`config.mk`:
```
export PLATFORM = sky130hd
export DESIGN_NAME = rw_generator_top
export DESIGN_NICKNAME = d
export VERILOG_FILES = /design/src/source/rw_gen_pkg.sv /design/src/source/rw_setup_ctrl.sv /design/src/source/rw_request_builder.sv /design/src/source/rw_request_fifo.sv /design/src/source/rw_response_router.sv /design/src/source/rw_generator_top.sv
export SDC_FILE = /design/constraint.sdc
export NUM_CORES = 1
export LEC_CHECK = 0
export BUFFER_PORTS_ARGS = -buffer_cell sky130_fd_sc_hd__buf_2
export CORE_UTILIZATION = 55
export CTS_BUF_LIST = sky130_fd_sc_hd__clkbuf_8
export CTS_CLUSTER_SIZE = 8
export DETAILED_ROUTE_END_ITERATION = 10
export PLACE_DENSITY = 0.73
export SYNTH_ARGS = -nofsm -noshare
export SYNTH_HDL_FRONTEND = slang
export SYNTH_SLANG_ARGS = --single-unit
```
`constraint.sdc`:
```
create_clock -name ap_clk -period 13.7 [get_ports ap_clk]
set_clock_uncertainty 0.1 [all_clocks]
set_input_delay 2.74 -clock ap_clk [delete_from_list [all_inputs] [get_ports ap_clk]]
set_output_delay 2.74 -clock ap_clk [all_outputs]
set_load 0.05 [all_outputs]
```
`src/source/rw_gen_pkg.sv`:
```
// Shared widths, types, state encoding and FIFO sizing for the read/write generator.
// Modules refer to these by scoped names.

package rw_gen_pkg;

    // ------------------------------------------------
    // Widths that carry a meaning
    // ------------------------------------------------
    typedef logic [31:0] addr_t;
    typedef logic [31:0] data_t;
    typedef logic [15:0] count_t;
    typedef logic [1:0]  module_id_t;

    // ------------------------------------------------
    // Request FIFO sizing
    // ------------------------------------------------
    localparam int FIFO_DEPTH  = 16;
    localparam int PROG_THRESH = 8;

    // Pointer indexes an entry, fill level must reach FIFO_DEPTH itself
    localparam int FIFO_PTR_W = $clog2(FIFO_DEPTH);
    localparam int FIFO_CNT_W = $clog2(FIFO_DEPTH + 1);

    typedef logic [FIFO_PTR_W-1:0] fifo_ptr_t;
    typedef logic [FIFO_CNT_W-1:0] fifo_cnt_t;

    // ------------------------------------------------
    // Routing and command encodings
    // ------------------------------------------------
    typedef enum logic [1:0] {
        CMD_MEM_READ   = 2'd0,
        CMD_MEM_WRITE  = 2'd1,
        CMD_ENGINE_RSP = 2'd2,
        CMD_CONTROL    = 2'd3
    } cmd_t;

    typedef enum logic {
        BUFFER_DATA  = 1'b0,
        BUFFER_SETUP = 1'b1
    } buffer_class_t;

    // Command stamped on every response going back to the engine
    localparam cmd_t CMD_ENGINE = CMD_ENGINE_RSP;

    // Destination module that receives setup-class responses
    localparam module_id_t SETUP_MODULE_ID = 2'd1;

    // ------------------------------------------------
    // Job state machine
    // ------------------------------------------------
    typedef enum logic [2:0] {
        IDLE  = 3'd0,
        START = 3'd1,
        BUSY  = 3'd2,
        PAUSE = 3'd3,
        DRAIN = 3'd4,
        DONE  = 3'd5
    } gen_state_t;

endpackage : rw_gen_pkg

```
`src/source/rw_setup_ctrl.sv`:
```
// Job controller for the read/write generator. Paces engine intake and
// decides when the job has drained and can report done.

`timescale 1ns/1ps

module rw_setup_ctrl (
    input  logic                ap_clk,
    input  logic                areset_generator,
    input  logic                start,
    input  rw_gen_pkg::count_t  cfg_item_count,
    input  logic                cfg_counter_mode,
    input  logic                item_taken,
    input  logic                fifo_empty,
    input  logic                prog_full,
    input  logic                outstanding_zero,
    output logic                data_ready,
    output logic                count_load,
    output logic                done
);

    rw_gen_pkg::gen_state_t state;
    rw_gen_pkg::gen_state_t next_state;

    rw_gen_pkg::count_t item_count;
    rw_gen_pkg::count_t taken_cnt;
    logic               counter_mode;

    logic taken_d1;
    logic taken_d2;
    logic items_done;
    logic pipe_busy;
    logic drain_ok;

    // ------------------------------------------------
    // Job bookkeeping
    // ------------------------------------------------
    assign items_done = (taken_cnt == item_count);

    // Shadow of the builder pipeline, an item sits there two cycles before the push
    assign pipe_busy = taken_d1 | taken_d2;

    assign drain_ok = fifo_empty & ~pipe_busy & (outstanding_zero | ~counter_mode);

    always_ff @(posedge ap_clk) begin
        if (state == rw_gen_pkg::IDLE && start) begin
            item_count   <= cfg_item_count;
            counter_mode <= cfg_counter_mode;
        end
    end

    always_ff @(posedge ap_clk) begin
        if (areset_generator) begin
            taken_cnt <= '0;
            taken_d1  <= 1'b0;
            taken_d2  <= 1'b0;
        end else begin
            taken_d1 <= item_taken;
            taken_d2 <= taken_d1;
            if (state == rw_gen_pkg::IDLE && start) begin
                taken_cnt <= '0;
            end else if (item_taken) begin
                taken_cnt <= taken_cnt + 1'b1;
            end
        end
    end

    // ------------------------------------------------
    // State machine
    // ------------------------------------------------
    always_ff @(posedge ap_clk) begin
        if (areset_generator) begin
            state <= rw_gen_pkg::IDLE;
        end else begin
            state <= next_state;
        end
    end

    always_comb begin
        next_state = state;
        case (state)
            rw_gen_pkg::IDLE: begin
                if (start) next_state = rw_gen_pkg::START;
            end
            rw_gen_pkg::START: begin
                next_state = rw_gen_pkg::BUSY;
            end
            rw_gen_pkg::BUSY: begin
                // Completion wins over a pause request
                if (items_done) begin
                    next_state = rw_gen_pkg::DRAIN;
                end else if (prog_full) begin
                    next_state = rw_gen_pkg::PAUSE;
                end
            end
            rw_gen_pkg::PAUSE: begin
                if (!prog_full) next_state = rw_gen_pkg::BUSY;
            end
            rw_gen_pkg::DRAIN: begin
                if (drain_ok) next_state = rw_gen_pkg::DONE;
            end
            rw_gen_pkg::DONE: begin
                next_state = rw_gen_pkg::IDLE;
            end
            default: begin
                next_state = rw_gen_pkg::IDLE;
            end
        endcase
    end

    // Outputs decoded from the registered state
    assign data_ready = (state == rw_gen_pkg::BUSY) & ~items_done;
    assign count_load = (state == rw_gen_pkg::START);
    assign done       = (state == rw_gen_pkg::DONE);

endmodule : rw_setup_ctrl

```
`src/source/rw_request_builder.sv`:
```
// Turns accepted engine data items into addressed memory requests.
// Two register stages sit between the take and the FIFO push.

`timescale 1ns/1ps

module rw_request_builder (
    input  logic               ap_clk,
    input  logic               areset_generator,
    input  logic               start,
    input  rw_gen_pkg::addr_t  cfg_array_pointer,
    input  rw_gen_pkg::addr_t  cfg_stride,
    input  logic               cfg_write_mode,
    input  logic               data_valid,
    input  logic               data_ready,
    input  rw_gen_pkg::data_t  data_in,
    output logic               item_taken,
    output logic               push,
    output rw_gen_pkg::addr_t  push_addr,
    output rw_gen_pkg::data_t  push_data
);

    rw_gen_pkg::addr_t stride_q;
    logic              write_mode_q;
    rw_gen_pkg::addr_t next_addr;

    logic              s1_valid;
    rw_gen_pkg::addr_t s1_addr;
    rw_gen_pkg::data_t s1_data;

    logic              s2_valid;
    rw_gen_pkg::addr_t s2_addr;
    rw_gen_pkg::data_t s2_data;

    // Items offered while data_ready is low are simply not taken
    assign item_taken = data_valid & data_ready;

    // ------------------------------------------------
    // Job configuration and running address
    // ------------------------------------------------
    always_ff @(posedge ap_clk) begin
        if (start) begin
            stride_q     <= cfg_stride;
            write_mode_q <= cfg_write_mode;
            next_addr    <= cfg_array_pointer;
        end else if (item_taken) begin
            next_addr <= next_addr + stride_q;
        end
    end

    // ------------------------------------------------
    // Pipeline
    // ------------------------------------------------
    always_ff @(posedge ap_clk) begin
        if (areset_generator) begin
            s1_valid <= 1'b0;
            s2_valid <= 1'b0;
        end else begin
            s1_valid <= item_taken;
            s2_valid <= s1_valid;
        end
    end

    always_ff @(posedge ap_clk) begin
        // Stage one captures the item with its address
        s1_addr <= next_addr;
        s1_data <= data_in;
        // Stage two forms the request, reads carry no data
        s2_addr <= s1_addr;
        s2_data <= write_mode_q ? s1_data : '0;
    end

    assign push      = s2_valid;
    assign push_addr = s2_addr;
    assign push_data = s2_data;

endmodule : rw_request_builder

```
`src/source/rw_request_fifo.sv`:
```
// Show-ahead request queue between the builder and memory.
// A pop is a cycle with mem_req_valid and mem_req_ready both high.

`timescale 1ns/1ps

module rw_request_fifo (
    input  logic               ap_clk,
    input  logic               areset_generator,
    input  logic               push,
    input  rw_gen_pkg::addr_t  push_addr,
    input  rw_gen_pkg::data_t  push_data,
    input  logic               mem_req_ready,
    output logic               mem_req_valid,
    output rw_gen_pkg::addr_t  mem_req_addr,
    output rw_gen_pkg::data_t  mem_req_data,
    output logic               pop,
    output logic               empty,
    output logic               prog_full
);

    rw_gen_pkg::addr_t addr_mem [rw_gen_pkg::FIFO_DEPTH];
    rw_gen_pkg::data_t data_mem [rw_gen_pkg::FIFO_DEPTH];

    rw_gen_pkg::fifo_ptr_t wr_ptr;
    rw_gen_pkg::fifo_ptr_t rd_ptr;
    rw_gen_pkg::fifo_cnt_t fill;

    logic full;
    logic wr_en;

    // ------------------------------------------------
    // Flags
    // ------------------------------------------------
    assign empty     = (fill == '0);
    assign full      = (fill == rw_gen_pkg::fifo_cnt_t'(rw_gen_pkg::FIFO_DEPTH));
    assign prog_full = (fill >= rw_gen_pkg::fifo_cnt_t'(rw_gen_pkg::PROG_THRESH));

    // A push into a full queue is dropped
    assign wr_en = push & ~full;

    assign mem_req_valid = ~empty;
    assign pop           = mem_req_valid & mem_req_ready;
    assign mem_req_addr  = addr_mem[rd_ptr];
    assign mem_req_data  = data_mem[rd_ptr];

    // ------------------------------------------------
    // Storage
    // ------------------------------------------------
    always_ff @(posedge ap_clk) begin
        if (wr_en) begin
            addr_mem[wr_ptr] <= push_addr;
            data_mem[wr_ptr] <= push_data;
        end
    end

    // Pointers wrap on their own since the depth is a power of two
    always_ff @(posedge ap_clk) begin
        if (areset_generator) begin
            wr_ptr <= '0;
            rd_ptr <= '0;
            fill   <= '0;
        end else begin
            if (wr_en) wr_ptr <= wr_ptr + 1'b1;
            if (pop)   rd_ptr <= rd_ptr + 1'b1;
            case ({wr_en, pop})
                2'b10:   fill <= fill + 1'b1;
                2'b01:   fill <= fill - 1'b1;
                default: fill <= fill;
            endcase
        end
    end

endmodule : rw_request_fifo

```
`src/source/rw_response_router.sv`:
```
// Routes memory responses back to the engine one cycle later and tracks
// how many requests are still waiting for a response.

`timescale 1ns/1ps

module rw_response_router (
    input  logic                       ap_clk,
    input  logic                       areset_generator,
    input  logic                       count_load,
    input  logic                       pop,
    input  logic                       mem_rsp_valid,
    input  rw_gen_pkg::data_t          mem_rsp_data,
    input  rw_gen_pkg::module_id_t     mem_rsp_to_module,
    output logic                       eng_rsp_valid,
    output rw_gen_pkg::data_t          eng_rsp_data,
    output rw_gen_pkg::cmd_t           eng_rsp_cmd,
    output rw_gen_pkg::buffer_class_t  eng_rsp_class,
    output logic                       outstanding_zero
);

    rw_gen_pkg::count_t        outstanding;
    rw_gen_pkg::buffer_class_t rsp_class;

    // ------------------------------------------------
    // Response path
    // ------------------------------------------------
    assign rsp_class = (mem_rsp_to_module == rw_gen_pkg::SETUP_MODULE_ID) ?
                       rw_gen_pkg::BUFFER_SETUP : rw_gen_pkg::BUFFER_DATA;

    always_ff @(posedge ap_clk) begin
        if (areset_generator) begin
            eng_rsp_valid <= 1'b0;
        end else begin
            eng_rsp_valid <= mem_rsp_valid;
        end
    end

    always_ff @(posedge ap_clk) begin
        eng_rsp_data  <= mem_rsp_data;
        eng_rsp_cmd   <= rw_gen_pkg::CMD_ENGINE;
        eng_rsp_class <= rsp_class;
    end

    // ------------------------------------------------
    // Outstanding requests
    // ------------------------------------------------
    // Pop and response in one cycle cancel out
    always_ff @(posedge ap_clk) begin
        if (areset_generator) begin
            outstanding <= '0;
        end else if (count_load) begin
            outstanding <= '0;
        end else begin
            case ({pop, mem_rsp_valid})
                2'b10:   outstanding <= outstanding + 1'b1;
                2'b01:   outstanding <= outstanding - 1'b1;
                default: outstanding <= outstanding;
            endcase
        end
    end

    assign outstanding_zero = (outstanding == '0);

endmodule : rw_response_router

```
`src/source/rw_generator_top.sv`:
```
// Top of the read/write generator: controller, request builder,
// request FIFO and response router.

`timescale 1ns/1ps

module rw_generator_top (
    input  logic                       ap_clk,
    input  logic                       areset_generator,
    input  logic                       start,
    input  rw_gen_pkg::addr_t          cfg_array_pointer,
    input  rw_gen_pkg::addr_t          cfg_stride,
    input  rw_gen_pkg::count_t         cfg_item_count,
    input  logic                       cfg_write_mode,
    input  logic                       cfg_counter_mode,
    input  logic                       data_valid,
    input  rw_gen_pkg::data_t          data_in,
    output logic                       data_ready,
    output logic                       mem_req_valid,
    input  logic                       mem_req_ready,
    output rw_gen_pkg::addr_t          mem_req_addr,
    output rw_gen_pkg::data_t          mem_req_data,
    input  logic                       mem_rsp_valid,
    input  rw_gen_pkg::data_t          mem_rsp_data,
    input  rw_gen_pkg::module_id_t     mem_rsp_to_module,
    output logic                       eng_rsp_valid,
    output rw_gen_pkg::data_t          eng_rsp_data,
    output rw_gen_pkg::cmd_t           eng_rsp_cmd,
    output rw_gen_pkg::buffer_class_t  eng_rsp_class,
    output logic                       done
);

    logic              item_taken;
    logic              push;
    rw_gen_pkg::addr_t push_addr;
    rw_gen_pkg::data_t push_data;
    logic              pop;
    logic              fifo_empty;
    logic              prog_full;
    logic              count_load;
    logic              outstanding_zero;

    // ------------------------------------------------
    // Job control
    // ------------------------------------------------
    rw_setup_ctrl rw_setup_ctrl_i (
        .ap_clk           (ap_clk),
        .areset_generator (areset_generator),
        .start            (start),
        .cfg_item_count   (cfg_item_count),
        .cfg_counter_mode (cfg_counter_mode),
        .item_taken       (item_taken),
        .fifo_empty       (fifo_empty),
        .prog_full        (prog_full),
        .outstanding_zero (outstanding_zero),
        .data_ready       (data_ready),
        .count_load       (count_load),
        .done             (done)
    );

    // ------------------------------------------------
    // Request path
    // ------------------------------------------------
    rw_request_builder rw_request_builder_i (
        .ap_clk            (ap_clk),
        .areset_generator  (areset_generator),
        .start             (start),
        .cfg_array_pointer (cfg_array_pointer),
        .cfg_stride        (cfg_stride),
        .cfg_write_mode    (cfg_write_mode),
        .data_valid        (data_valid),
        .data_ready        (data_ready),
        .data_in           (data_in),
        .item_taken        (item_taken),
        .push              (push),
        .push_addr         (push_addr),
        .push_data         (push_data)
    );

    rw_request_fifo rw_request_fifo_i (
        .ap_clk           (ap_clk),
        .areset_generator (areset_generator),
        .push             (push),
        .push_addr        (push_addr),
        .push_data        (push_data),
        .mem_req_ready    (mem_req_ready),
        .mem_req_valid    (mem_req_valid),
        .mem_req_addr     (mem_req_addr),
        .mem_req_data     (mem_req_data),
        .pop              (pop),
        .empty            (fifo_empty),
        .prog_full        (prog_full)
    );

    // Response path
    rw_response_router rw_response_router_i (
        .ap_clk            (ap_clk),
        .areset_generator  (areset_generator),
        .count_load        (count_load),
        .pop               (pop),
        .mem_rsp_valid     (mem_rsp_valid),
        .mem_rsp_data      (mem_rsp_data),
        .mem_rsp_to_module (mem_rsp_to_module),
        .eng_rsp_valid     (eng_rsp_valid),
        .eng_rsp_data      (eng_rsp_data),
        .eng_rsp_cmd       (eng_rsp_cmd),
        .eng_rsp_class     (eng_rsp_class),
        .outstanding_zero  (outstanding_zero)
    );

endmodule : rw_generator_top

```
==> results by group <==
Global route
  – Initial antenna violation count: 4
  – Overall Global Routing Usage: between 20% and 30%
  – GR Overflow Total: 0
  – Number of global-route vias before repair: 25100
  – Largest net degree at the start of global routing: 113
  – First-pass GRT wire length: around 150 mm

Route
  – Post-DRT Antenna Nets: 0
  – DR iter-0 viols: 2217
  – Vias: about 25000
  – Drt wl/cell: roughly 25 µm
  – DRC violations left: 0
  – Drt via density: about 5.9
  – DRT Wirelength: between 100 and 150 mm
  – DRT Pass-1 Iters: 5

CTS
  – Hold buffer count at cts: 0
  – Setup Fix Bufs, Post-CTS: 0
  – Clk root buf: clkbuf_8
  – Clk sink count: between 1000 and 1500
  – Max clock buf depth: 3
  – CTS resizes: 0
  – Htree depth: 4
  – Worst skew pair latency: 0.85 ns
  – Clock Pin Slew Worst Setup and Hold Paths: approximately 0.060 ns
  – CTS Buf Count: between 200 and 250
  – TritonCTS clock tree: yes

STA
  – Setup ws final: slightly below 6 ns
  – Tcrit/Tclk final: approximately 57%
  – Crit path time final: 7.81 ns
  – Fmax: around 0.13 GHz
  – Final Hold Viols: 0
  – Worst Tran Pin Value: between 1 and 1.5 ns
  – RSZ-0062 raised after global routing: no
  – Setup tns final: 0 ns
  – Worst slew margin: 15.0%
  – Final slew viol count: 0
  – Setup violators final: 0

Critical path
  – CP Cell Sequence: buf_4 -> buf_4 -> mux4_2 -> mux4_2 -> buf_2
  – Critical Path Max Stage Delay: between 1 and 1.5 ns
  – Critical Path Sink Type: primary output
  – Crit Reg-Reg Endpoint: rw_request_fifo_i.addr_mem[7][8]$_DFFE_PP_
  – Critical-path maximum fanout: between 80 and 90
  – CP max stage cell: buf_4
  – Cell depth of the worst flop-to-flop path: 5
  – Worst Path Arrival: 4.97 ns
  – R2R Setup Slk: approximately 9.5 ns
  – CP Class: reg2out
  – Crit start category: flop
  – Worst Path Required: approximately 11 ns
  – Reg-to-reg critical path startpoint: rw_request_fifo_i.fill[0]$_SDFFE_PP0P_

Placed design
  – DP Wirelength: ~55 mm
  – GPL Wtd Cong: roughly 0.9
  – Port Buffer Count: between 200 and 300
  – Pre-CTS setup slack: approximately 6.7 ns

Synthesis
  – Yosys synthesis warning count: 0
  – Post-Syn Area: between 40000 and 50000 µm²
  – FFs w/ async S/R, synth: 0%
  – Post-synth EDFFs: 1106
  – Largest cells by area after synthesis: edfxtp_1, mux4_2, dfxtp_1
  – Syn avg cell area: about 20 µm²
  – Cell count after synthesis: ~2400
  – Top post-synthesis cells by count: edfxtp_1, mux4_2, dfxtp_1, nor2_1, nand2_1
  – Leading area contributor after synthesis: edfxtp_1
  – Post-synthesis sequential area ratio: 75.7%
  – Top FF cell, synth: edfxtp_1
  – Synth top area share: approximately 67%
  – Unique masters post-synth: about 80
  – Synth Register Bits: around 1300
  – Count leader, synth: edfxtp_1
  – Post-Syn Nets: approximately 2600

Hold path
  – Hold Crit Class: reg2reg
  – Hold EP: rw_request_builder_i.push_addr[24]$_DFF_P_
  – Hold path depth: 0
  – Min-delay src: rw_request_builder_i.s1_addr[24]$_DFF_P_

Die
  – Die Ht: 302 µm
  – # rows: ~110
  – Core area: 88900 µm²
  – Initial core utilization: around 56%
  – I/O Pins: about 260
  – Die Width: between 300 and 400 µm
  – Die area: slightly above 90000 µm²

Power
  – Worst vdd ir: between 0.1 and 0.15 mV
  – Cell area power density: roughly 150 nW/µm²
  – Leak: ~19 nW

Cells and area
  – Fin util: 63.2%
  – Fin nets: between 3000 and 4000
  – Share of cells above drive strength 1: between 30% and 40%
  – Area Overhead vs Synth: 13.3%

Status
  – Outcome: finished clean

Job
  – Max Cap Violations: 0
routing by layer:
| metal | GRT usage (%) | vias to the layer above | routed length, µm |
|---|---|---|---|
| met2 | 38.1 | 960 | 52500 |
| met4 | 6.57 | 0 | 1890 |
| met5 | 0 | - | 0 |
| met1 | 31.5 | 12700 | 41900 |
| li1 | - | 10700 | - |
| met3 | 4.40 | 168 | 7060 |
metrics by stage:
stage / hold slack, ns / std cells / cell area [µm²] / power [mW]
detailed placement: 0.212 / 3771 / 52300 / 5.22
global route: 0.228 / 4155 / 56200 / 8.50
floorplan: 0.210 / 2430 / 49600 / 5.05
finish: 0.223 / 4157 / 56200 / 8.19
CTS: 0.225 / 4154 / 56200 / 8.27
global placement: 0.211 / 3771 / 52300 / 5.18
placed cells by master (no fill, tap or decap), types with 16 or more instances in the layout:
master / count
buf_4: 38
a21o_1: 19
and2_1: 34
clkinv_1: 16
clkbuf_8: 231
buf_2: 253
nor2_1: 64
xnor2_1: 25
dfxtp_1: 212
xor2_1: 55
a21oi_1: 63
inv_1: 137
edfxtp_1: 1106
mux4_2: 320
ha_1: 44
nand2_1: 73
or3_1: 17
o21ai_0: 62
sequential cells by signal (all words and copies together) (netlist names), 3 cells and up, named ones only:
name                               count
rw_request_fifo_i.fill                 5
rw_request_builder_i.s1_data          32
rw_setup_ctrl_i.taken_cnt             16
rw_request_fifo_i.wr_ptr               4
rw_response_router_i.outstanding      16
rw_request_builder_i.stride_q         32
rw_request_builder_i.push_addr        32
rw_response_router_i.eng_rsp_data     32
rw_request_fifo_i.addr_mem           512
rw_request_fifo_i.data_mem           512
rw_request_builder_i.s1_addr          32
rw_setup_ctrl_i.state                  3
rw_request_builder_i.next_addr        32
rw_setup_ctrl_i.item_count            16
rw_request_builder_i.push_data        32
rw_request_fifo_i.rd_ptr               4
how the worst max path moves through the flow:
stage	startpoint	to	slack, ns	cells past startpoint
5_1_grt	flop	mem_req_addr[23]	5.71	5
6_report	flop	mem_req_addr[23]	5.89	5
2_1_floorplan	rw_request_fifo_i.fill[0]$_SDFFE_PP0P_	rw_request_fifo_i.addr_mem[3][0]$_DFFE_PP_	7.53	4
4_1_cts	flop	mem_req_addr[23]	5.76	5
3_5_place_dp	flop	mem_req_addr[23]	6.69	5
3_3_place_gp	flop	mem_req_addr[23]	6.79	5
power by group:
part	switching [mW]	internal, mW
registers	0.141	4.52
clock network	1.44	1.61
logic	0.275	0.203
total	1.85	6.33
critical path, delay by kind of cell (launching register included):
family / cells / cell delay [ns]
buffers and inverters: 3 / 2.26
multiplexers: 2 / 1.00
flip-flops: 1 / 0.71
area by class of cell:
type,instances,area [µm²]
diodes,3,7.51
fillers,6026,32700
multi-input cells,972,11600
clock inverters,152,714
repair buffers,292,1570
inverters,20,75.1
flip-flops and latches,1322,37600
clock buffers,231,3180
well taps,1165,1460
cell families (layout without fill, tap and decap cells):
kind of cell,count (synthesis),in the layout,synth area share (%)
AOI/OAI and AO/OA,213,213,2.76
and+or+nand+nor,303,303,3.11
other,2,5,0.0151
adders and majority gates,46,46,1.19
muxes,328,328,14.7
buffers and inverters,136,695,1.14
xor gates and xnor gates,80,80,1.41
DFF,1322,1322,75.7
No activity file was read; power rests on OpenSTA's default activity.
